### src/rtl/mips_pkg.sv
package mips_pkg;

    // datapath and bus width in bits
    localparam int unsigned WORD_W = 32;

    // register index width for 32 general purpose registers
    localparam int unsigned REG_ADDR_W = 5;

    // width of the immediate field in I-type instructions
    localparam int unsigned IMM_W = 16;

    // $v0 is published at the top level
    localparam logic [REG_ADDR_W-1:0] V0_INDEX = 5'd2;

    // a JR to this address ends the program once its delay slot has run
    localparam logic [WORD_W-1:0] HALT_ADDR = 32'h0000_0000;

    // decoded operations where anything not listed decodes to OP_NOP
    typedef enum logic [3:0] {
        OP_NOP,
        OP_ADDIU,
        OP_ORI,
        OP_ADDU,
        OP_SUBU,
        OP_AND,
        OP_OR,
        OP_BEQ,
        OP_BNE,
        OP_BLTZ,
        OP_BGEZ,
        OP_JR
    } opcode_e;

    // sequencer states
    // ST_FETCH holds the Avalon read until waitrequest drops and
    // ST_EXEC lasts exactly one cycle per instruction
    typedef enum logic [1:0] {
        ST_FETCH,
        ST_EXEC,
        ST_HALT
    } seq_state_e;

endpackage

### src/rtl/decoded_if.sv
`timescale 1ns/1ns

interface decoded_if;

    // decoded instruction and its operands, driven by the sequencer
    mips_pkg::opcode_e                   op;
    logic [mips_pkg::WORD_W-1:0]         rs_val;
    logic [mips_pkg::WORD_W-1:0]         rt_val;
    logic [mips_pkg::WORD_W-1:0]         imm_sext;
    logic [mips_pkg::WORD_W-1:0]         pc_next_seq;
    logic [mips_pkg::REG_ADDR_W-1:0]     dest;

    // results from the execute unit
    logic [mips_pkg::WORD_W-1:0]         alu_result;
    logic                                alu_we;

    // results from the branch unit
    logic                                taken;
    logic [mips_pkg::WORD_W-1:0]         target;
    logic                                halt_req;

    modport sequencer (
        output op, rs_val, rt_val, imm_sext, pc_next_seq, dest,
        input  alu_result, alu_we, taken, target, halt_req
    );

    modport exec (
        input  op, rs_val, rt_val, imm_sext, dest,
        output alu_result, alu_we
    );

    modport branch (
        input  op, rs_val, rt_val, imm_sext, pc_next_seq,
        output taken, target, halt_req
    );

endinterface

### src/rtl/mips_branch_unit.sv
`timescale 1ns/1ns

module mips_branch_unit (
    decoded_if.branch dec
);

    logic [mips_pkg::WORD_W-1:0] branch_offset;
    logic                        rs_negative;

    // the word offset is relative to the delay slot address
    assign branch_offset = {dec.imm_sext[mips_pkg::WORD_W-3:0], 2'b00};
    assign rs_negative   = dec.rs_val[mips_pkg::WORD_W-1];

    always_comb begin
        dec.taken  = 1'b0;
        dec.target = dec.pc_next_seq + branch_offset;
        case (dec.op)
            mips_pkg::OP_BEQ: begin
                dec.taken = (dec.rs_val == dec.rt_val);
            end
            mips_pkg::OP_BNE: begin
                dec.taken = (dec.rs_val != dec.rt_val);
            end
            mips_pkg::OP_BLTZ: begin
                dec.taken = rs_negative;
            end
            mips_pkg::OP_BGEZ: begin
                // zero counts as taken for BGEZ
                dec.taken = !rs_negative;
            end
            mips_pkg::OP_JR: begin
                dec.taken  = 1'b1;
                dec.target = dec.rs_val;
            end
            default: begin
                dec.taken = 1'b0;
            end
        endcase
    end

    // the sequencer only halts once the delay slot has also executed
    assign dec.halt_req = (dec.op == mips_pkg::OP_JR) && (dec.rs_val == mips_pkg::HALT_ADDR);

endmodule

### src/rtl/mips_cpu.sv
`timescale 1ns/1ns

module mips_cpu #(
    parameter logic [31:0] RESET_VECTOR = 32'd4
) (
    input  logic                          clk,
    input  logic                          reset,
    output logic                          active,
    output logic [mips_pkg::WORD_W-1:0]   register_v0,
    output logic [mips_pkg::WORD_W-1:0]   address,
    output logic                          read,
    input  logic                          waitrequest,
    input  logic [mips_pkg::WORD_W-1:0]   readdata
);

    logic [mips_pkg::REG_ADDR_W-1:0] rs_addr;
    logic [mips_pkg::REG_ADDR_W-1:0] rt_addr;
    logic [mips_pkg::WORD_W-1:0]     rs_data;
    logic [mips_pkg::WORD_W-1:0]     rt_data;
    logic                            wr_en;
    logic [mips_pkg::REG_ADDR_W-1:0] wr_addr;
    logic [mips_pkg::WORD_W-1:0]     wr_data;

    // one decoded instruction shared by the sequencer and both units
    decoded_if dec_bus ();

    mips_sequencer #(
        .RESET_VECTOR (RESET_VECTOR)
    ) u_seq (
        .clk         (clk),
        .reset       (reset),
        .active      (active),
        .address     (address),
        .read        (read),
        .waitrequest (waitrequest),
        .readdata    (readdata),
        .dec         (dec_bus.sequencer),
        .rs_addr     (rs_addr),
        .rt_addr     (rt_addr),
        .rs_data     (rs_data),
        .rt_data     (rt_data),
        .wr_en       (wr_en),
        .wr_addr     (wr_addr),
        .wr_data     (wr_data)
    );

    mips_exec_unit u_exec (
        .dec (dec_bus.exec)
    );

    mips_branch_unit u_branch (
        .dec (dec_bus.branch)
    );

    mips_regfile u_regs (
        .clk     (clk),
        .reset   (reset),
        .rs_addr (rs_addr),
        .rt_addr (rt_addr),
        .rs_data (rs_data),
        .rt_data (rt_data),
        .wr_en   (wr_en),
        .wr_addr (wr_addr),
        .wr_data (wr_data),
        .v0      (register_v0)
    );

endmodule

### src/rtl/mips_exec_unit.sv
`timescale 1ns/1ns

module mips_exec_unit (
    decoded_if.exec dec
);

    localparam int unsigned EXT_W = mips_pkg::WORD_W - mips_pkg::IMM_W;

    logic [mips_pkg::WORD_W-1:0] imm_zext;
    logic                        is_alu_op;

    // ORI takes the immediate zero extended, ADDIU uses the sign extended form
    assign imm_zext = {{EXT_W{1'b0}}, dec.imm_sext[mips_pkg::IMM_W-1:0]};

    always_comb begin
        is_alu_op      = 1'b1;
        dec.alu_result = '0;
        case (dec.op)
            mips_pkg::OP_ADDIU: begin
                // no overflow trap, ADDIU wraps
                dec.alu_result = dec.rs_val + dec.imm_sext;
            end
            mips_pkg::OP_ORI: begin
                dec.alu_result = dec.rs_val | imm_zext;
            end
            mips_pkg::OP_ADDU: begin
                dec.alu_result = dec.rs_val + dec.rt_val;
            end
            mips_pkg::OP_SUBU: begin
                dec.alu_result = dec.rs_val - dec.rt_val;
            end
            mips_pkg::OP_AND: begin
                dec.alu_result = dec.rs_val & dec.rt_val;
            end
            mips_pkg::OP_OR: begin
                dec.alu_result = dec.rs_val | dec.rt_val;
            end
            default: begin
                // branches, JR and no-ops do not write a register
                is_alu_op = 1'b0;
            end
        endcase
    end

    // a write to $0 is suppressed here as well as in the register file
    assign dec.alu_we = is_alu_op && (dec.dest != '0);

endmodule

### src/rtl/mips_regfile.sv
`timescale 1ns/1ns

module mips_regfile (
    input  logic                              clk,
    input  logic                              reset,
    input  logic [mips_pkg::REG_ADDR_W-1:0]   rs_addr,
    input  logic [mips_pkg::REG_ADDR_W-1:0]   rt_addr,
    output logic [mips_pkg::WORD_W-1:0]       rs_data,
    output logic [mips_pkg::WORD_W-1:0]       rt_data,
    input  logic                              wr_en,
    input  logic [mips_pkg::REG_ADDR_W-1:0]   wr_addr,
    input  logic [mips_pkg::WORD_W-1:0]       wr_data,
    output logic [mips_pkg::WORD_W-1:0]       v0
);

    localparam int unsigned NUM_REGS = 2 ** mips_pkg::REG_ADDR_W;

    logic [mips_pkg::WORD_W-1:0] regs [NUM_REGS];

    // every entry starts at zero after reset
    always_ff @(posedge clk) begin
        if (reset) begin
            for (int i = 0; i < NUM_REGS; i++) begin
                regs[i] <= '0;
            end
        end else if (wr_en && (wr_addr != '0)) begin
            // $0 is never written and so stays zero
            regs[wr_addr] <= wr_data;
        end
    end

    // reads are combinational and the sequencer samples them inside ST_EXEC
    assign rs_data = regs[rs_addr];
    assign rt_data = regs[rt_addr];

    assign v0 = regs[mips_pkg::V0_INDEX];

endmodule

### src/rtl/mips_sequencer.sv
`timescale 1ns/1ns

module mips_sequencer #(
    parameter logic [31:0] RESET_VECTOR = 32'd4
) (
    input  logic                              clk,
    input  logic                              reset,
    output logic                              active,
    output logic [mips_pkg::WORD_W-1:0]       address,
    output logic                              read,
    input  logic                              waitrequest,
    input  logic [mips_pkg::WORD_W-1:0]       readdata,
    decoded_if.sequencer                      dec,
    output logic [mips_pkg::REG_ADDR_W-1:0]   rs_addr,
    output logic [mips_pkg::REG_ADDR_W-1:0]   rt_addr,
    input  logic [mips_pkg::WORD_W-1:0]       rs_data,
    input  logic [mips_pkg::WORD_W-1:0]       rt_data,
    output logic                              wr_en,
    output logic [mips_pkg::REG_ADDR_W-1:0]   wr_addr,
    output logic [mips_pkg::WORD_W-1:0]       wr_data
);

    localparam int unsigned EXT_W = mips_pkg::WORD_W - mips_pkg::IMM_W;

    mips_pkg::seq_state_e          state;
    logic [mips_pkg::WORD_W-1:0]   pc;
    logic [mips_pkg::WORD_W-1:0]   ir;
    logic [mips_pkg::WORD_W-1:0]   branch_target;
    logic                          branch_pending;
    logic                          halt_pending;

    logic [5:0]                    opcode;
    logic [5:0]                    funct;
    logic [mips_pkg::REG_ADDR_W-1:0] rd_field;

    assign opcode   = ir[31:26];
    assign funct    = ir[5:0];
    assign rd_field = ir[15:11];
    assign rs_addr  = ir[25:21];
    assign rt_addr  = ir[20:16];

    // the address register only changes in ST_EXEC, so it is stable for the whole read
    assign address = pc;

    always_comb begin
        dec.op   = mips_pkg::OP_NOP;
        dec.dest = '0;
        case (opcode)
            6'h00: begin
                // the SPECIAL group is selected by funct
                dec.dest = rd_field;
                case (funct)
                    6'h08: dec.op = mips_pkg::OP_JR;
                    6'h21: dec.op = mips_pkg::OP_ADDU;
                    6'h23: dec.op = mips_pkg::OP_SUBU;
                    6'h24: dec.op = mips_pkg::OP_AND;
                    6'h25: dec.op = mips_pkg::OP_OR;
                    default: dec.op = mips_pkg::OP_NOP;
                endcase
            end
            6'h01: begin
                // in the REGIMM group the rt field picks the condition
                case (rt_addr)
                    5'h00: dec.op = mips_pkg::OP_BLTZ;
                    5'h01: dec.op = mips_pkg::OP_BGEZ;
                    default: dec.op = mips_pkg::OP_NOP;
                endcase
            end
            6'h04: dec.op = mips_pkg::OP_BEQ;
            6'h05: dec.op = mips_pkg::OP_BNE;
            6'h09: begin
                dec.op   = mips_pkg::OP_ADDIU;
                dec.dest = rt_addr;
            end
            6'h0d: begin
                dec.op   = mips_pkg::OP_ORI;
                dec.dest = rt_addr;
            end
            default: dec.op = mips_pkg::OP_NOP;
        endcase
    end

    assign dec.rs_val      = rs_data;
    assign dec.rt_val      = rt_data;
    assign dec.imm_sext    = {{EXT_W{ir[mips_pkg::IMM_W-1]}}, ir[mips_pkg::IMM_W-1:0]};
    assign dec.pc_next_seq = pc + 32'd4;

    // register write happens at the single ST_EXEC edge
    assign wr_en   = (state == mips_pkg::ST_EXEC) && dec.alu_we;
    assign wr_addr = dec.dest;
    assign wr_data = dec.alu_result;

    always_ff @(posedge clk) begin
        if (reset) begin
            state          <= mips_pkg::ST_FETCH;
            pc             <= RESET_VECTOR;
            read           <= 1'b0;
            active         <= 1'b0;
            branch_pending <= 1'b0;
            halt_pending   <= 1'b0;
        end else begin
            case (state)
                mips_pkg::ST_FETCH: begin
                    active <= 1'b1;
                    if (read && !waitrequest) begin
                        ir    <= readdata;
                        read  <= 1'b0;
                        state <= mips_pkg::ST_EXEC;
                    end else begin
                        // only the first fetch after reset arrives here with read low
                        read <= 1'b1;
                    end
                end
                mips_pkg::ST_EXEC: begin
                    // the stored target takes effect after the delay slot in this cycle
                    pc             <= branch_pending ? branch_target : dec.pc_next_seq;
                    branch_pending <= dec.taken;
                    branch_target  <= dec.target;
                    halt_pending   <= dec.halt_req;
                    if (branch_pending && halt_pending) begin
                        state  <= mips_pkg::ST_HALT;
                        active <= 1'b0;
                        read   <= 1'b0;
                    end else begin
                        state <= mips_pkg::ST_FETCH;
                        read  <= 1'b1;
                    end
                end
                default: begin
                    // ST_HALT is left only through reset
                    read   <= 1'b0;
                    active <= 1'b0;
                end
            endcase
        end
    end

endmodule

### config.mk
export PLATFORM = sky130hd
export DESIGN_NAME = mips_cpu
export DESIGN_NICKNAME = d
export VERILOG_FILES = /design/src/rtl/mips_pkg.sv /design/src/rtl/decoded_if.sv /design/src/rtl/mips_branch_unit.sv /design/src/rtl/mips_cpu.sv /design/src/rtl/mips_exec_unit.sv /design/src/rtl/mips_regfile.sv /design/src/rtl/mips_sequencer.sv
export SDC_FILE = /design/constraint.sdc
export NUM_CORES = 2
export LEC_CHECK = 0
export ABC_CLOCK_PERIOD_IN_PS = 9000
export BUFFER_PORTS_ARGS = -buffer_cell sky130_fd_sc_hd__buf_2
export CORE_MARGIN = 2
export CORE_UTILIZATION = 55
export DETAILED_ROUTE_END_ITERATION = 10
export HOLD_SLACK_MARGIN = 0.03
export PLACE_DENSITY_LB_ADDON = 0.05
export SLEW_MARGIN = 20
export SYNTH_ARGS = -nofsm -noshare
export SYNTH_HDL_FRONTEND = slang
export SYNTH_HIERARCHICAL = 1
export SYNTH_SLANG_ARGS = --single-unit
### constraint.sdc
create_clock -name clk -period 9 [get_ports clk]
set_input_delay 0 -clock clk [delete_from_list [all_inputs] [get_ports clk]]
set_output_delay 0 -clock clk [all_outputs]
set_load 0.01 [all_outputs]
==> out/results.txt <==
outcome: completed
DP Area: 69300 um^2
htree depth: 4
CTS Buf Count: 130
CP delay by family, top: simple AND/OR/NAND/NOR gates
Yosys reg bits: 1126
gpl congestion: 0.996
Least-Margin Pin Slew: 1.14 ns
detailed placer's ending HPWL: 154000 um
slowest stage delay, CP: 0.69 ns
Post-CTS Setup Inserts: 0
CP max-delay cell: a221o_1
Post-route DRC: 0
initial antenna violation count: 17
launch point of the worst path: u_seq/ir[16]$_DFFE_PP_
routed via count: 51.4k
Cell Pwr Density: 168 nW/um^2
CTS tree: done
worst-skew pair later-pin latency: 0.79 ns
Max Clock Skew: 0.0326 ns
DP Cell Count: 7463
# Max-Cap Violations: 0
Starting Density: 0.553
final setup fails: 0
Max-Slew Margin vs Limit: 0.238
CTS root buf: clkbuf_16
global-route wire length before repair: 351000 um
sequential fraction of the synthesis area: 0.490
VDD IR-drop max: 0.000200 V
FMAX: 117 MHz
P_leak: 29.7 nW
RSZ-0062 raised after global routing: no
final WL: 246000 um
hold depth: 2
kind of critical path: flip-flop to flip-flop
r2r endpoint: u_regs/regs[6][23]$_SDFFCE_PN0P_
hold_sp: readdata[16]
synthesized area: 68300 um^2
CP Data Required Time: 9.53 ns
most used flip-flop cell after synthesis: edfxtp_1
TritonRoute pass-1 iters: 6
Worst EP arrival: 9.05 ns
number of enable flip-flop cells after synthesis: 1088
reg2reg path depth: 23
Async S/R FF share, synth: 0
NumNets Final: 6120
Port Buffers: 100
synth-to-layout area growth: 8.27%
setup ws final: 0.474 ns
CP Capture Type: flip-flop
Syn Inst Count: 6152
Crit path buffers/inverters: 3
Core ar.: 123000 um^2
Final Hold Viols: 0
Total Power: 12.4 mW
vias in the first global route: 49.6k
reg2reg start: u_seq/ir[16]$_DFFE_PP_
Total GRT Usage: 0.383
NetSw: 3.20 mW
vias per inst: 6.63
final hold slack: 0.118 ns
Core Rows: 129
clock slew at reported path FFs: 0.06 ns
mean post-synth cell area: 11.1 um^2
GR Overflow Total: 0
Pint: 9.20 mW
post-synthesis cell type count: 95
pre-CTS setup slack: 0.495 ns
die area: 127000 um^2
Initial DRC Count: 6923
Sw Ratio: 0.258
largest area contributor in the netlist: edfxtp_1
largest net degree at the start of global routing: 99
Synth area leaders: edfxtp_1, mux2i_1, and2_1, a21oi_1, a22oi_1
share of the synthesized area in the top cell type: 0.478
Crit Path Max Fanout: 31
Routed wire per std cell: 31.7 um
Post-DRT Antenna Nets: 0
crit share post-route: 0.947
crit-path cells: and2_4 -> buf_4 -> a21oi_1 -> a31oi_1 -> nand3_1 -> buf_4 -> or3b_2 -> or4b_4 -> or3_1 -> or3_1 -> o21ai_0 -> a221oi_1 -> ha_1 -> nand3_1 -> or4_1 -> a211oi_1 -> nor3_1 -> buf_4 -> a21oi_1 -> nor2_1 -> xnor2_1 -> a221o_1 -> and2_1
Hold EP: u_seq/ir[16]$_DFFE_PP_
R2R setup slack: 0.47 ns
setup TNS: 0 ns
Sink Count: 1126
Flop pwr share: 0.487
most used cell, CP: buf_4
fin cells: 7759
share of layout cells above drive strength 1: 0.103
final instance area: 73900 um^2
min Tclk post-route: 8.53 ns
CP Launch Type: flip-flop
YS warnings: 6
Die X: 356 um
final core utilization: 0.599
Clk pwr share: 0.406
die height: 356 um
HP Class: input port to flip-flop
Final Max Tran Viols: 0
clock tree buffer depth: 3
# IOs: 101
Gate power share: 0.107
[power groups by stage]
| stage | logic, mW | registers (mW) | clock network, mW |
|---|---|---|---|
| floorplan | 0.830 | 6.10 | 0 |
| global placement | 1.26 | 6.14 | 0 |
| detailed placement | 1.26 | 6.15 | 0 |
| CTS | 1.29 | 6.04 | 5.07 |
| global route | 1.39 | 6.06 | 5.29 |
| finish | 1.33 | 6.04 | 5.03 |
[worst max-delay path by stage]
| stage | endpoint | cells after the start |
|---|---|---|
| floorplan | u_regs/regs[10][27]$_SDFFCE_PN0P_ | 29 |
| global placement | u_regs/regs[4][31]$_SDFFCE_PN0P_ | 27 |
| detailed placement | u_regs/regs[16][31]$_SDFFCE_PN0P_ | 27 |
| CTS | u_regs/regs[9][31]$_SDFFCE_PN0P_ | 25 |
| global route | u_regs/regs[6][29]$_SDFFCE_PN0P_ | 25 |
| finish | u_regs/regs[6][23]$_SDFFCE_PN0P_ | 23 |
[routing by layer]
layer,global-route usage,part of all wire,vias up
met4,0.168,0.049,4
met3,0.0866,0.11,572
li1,-,-,22200
met2,0.591,0.45,3072
met5,0,0.00013,-
met1,0.517,0.40,25600
[final cells by class]
| type | instances | area [um^2] |
|---|---|---|
| fillers | 10100 | 49500 |
| flip-flops and latches | 1126 | 33400 |
| multi-input cells | 4361 | 31500 |
| clock buffers | 174 | 3560 |
| repair buffers | 368 | 2900 |
| well taps | 1637 | 2050 |
| clock inverters | 54 | 403 |
| inverters | 33 | 124 |
| diodes | 6 | 15.0 |
[placed cells by master, fill, tap and decap left out, types with 32 or more instances in the layout]
cell,n
conb_1,32
xor2_1,81
dfxtp_1,38
nand2_1,304
nor2_1,133
nor3_1,101
a22oi_1,214
and2_1,1012
edfxtp_1,1088
or2_2,36
buf_4,190
xnor2_1,58
a21oi_1,326
inv_1,32
mux2i_1,1035
a31oi_1,81
a21o_1,45
a22o_1,135
o21ai_0,70
ha_1,63
clkbuf_1,37
dlygate4sd3_1,61
clkbuf_16,136
nand3_1,226
buf_2,99
[flip-flops by register name, summed over array words and instances (netlist names)]
signal                flops
u_seq/state               2
u_seq/ir                 32
u_seq/branch_target      32
u_seq/read                1
u_seq/halt_pending        1
u_seq/branch_pending      1
u_seq/address            32
u_seq/active              1
u_regs/regs            1024
[cell usage after synthesis, drive strengths merged, types with 12 or more instances]
cell / count
a22o: 135
o221ai: 18
a31oi: 81
a221oi: 22
nand4: 26
a21o: 45
nor2b: 21
xor2: 81
ha: 63
buf: 342
or3: 17
a22oi: 214
nand2b: 20
xnor2: 58
edfxtp: 1088
dfxtp: 38
mux2i: 1035
nand2: 306
inv: 32
clkbuf: 321
and2: 1014
or4: 17
and3: 20
or2: 37
nor2: 171
o21ai: 84
nor3: 105
nand3: 231
nor4: 30
o31ai: 12
a21oi: 326
[cells by family (layout without fill, tap and decap cells)]
| kind of cell | Yosys count | after routing | synth area share |
|---|---|---|---|
| adder cells (fa/ha/maj) | 65 | 65 | 0.0121 |
| flip-flops | 1126 | 1126 | 0.490 |
| other | 1 | 38 | 0.0000549 |
| AND/OR/NAND/NOR | 2055 | 2055 | 0.169 |
| multiplexers | 1037 | 1037 | 0.152 |
| buffers and inverters | 696 | 629 | 0.0572 |
| AO/OA/AOI/OAI | 1033 | 1033 | 0.102 |
| XOR/XNOR | 139 | 139 | 0.0178 |
[timing repair]
action | 4_1_cts | 5_1_grt
resized for setup | 0 | 3
setup endpoints to repair | 0 | 93
endpoints found under the hold margin | 49 | 0
hold buffers | 61 | 0
Note: power is estimated with default switching activity, not from simulation.
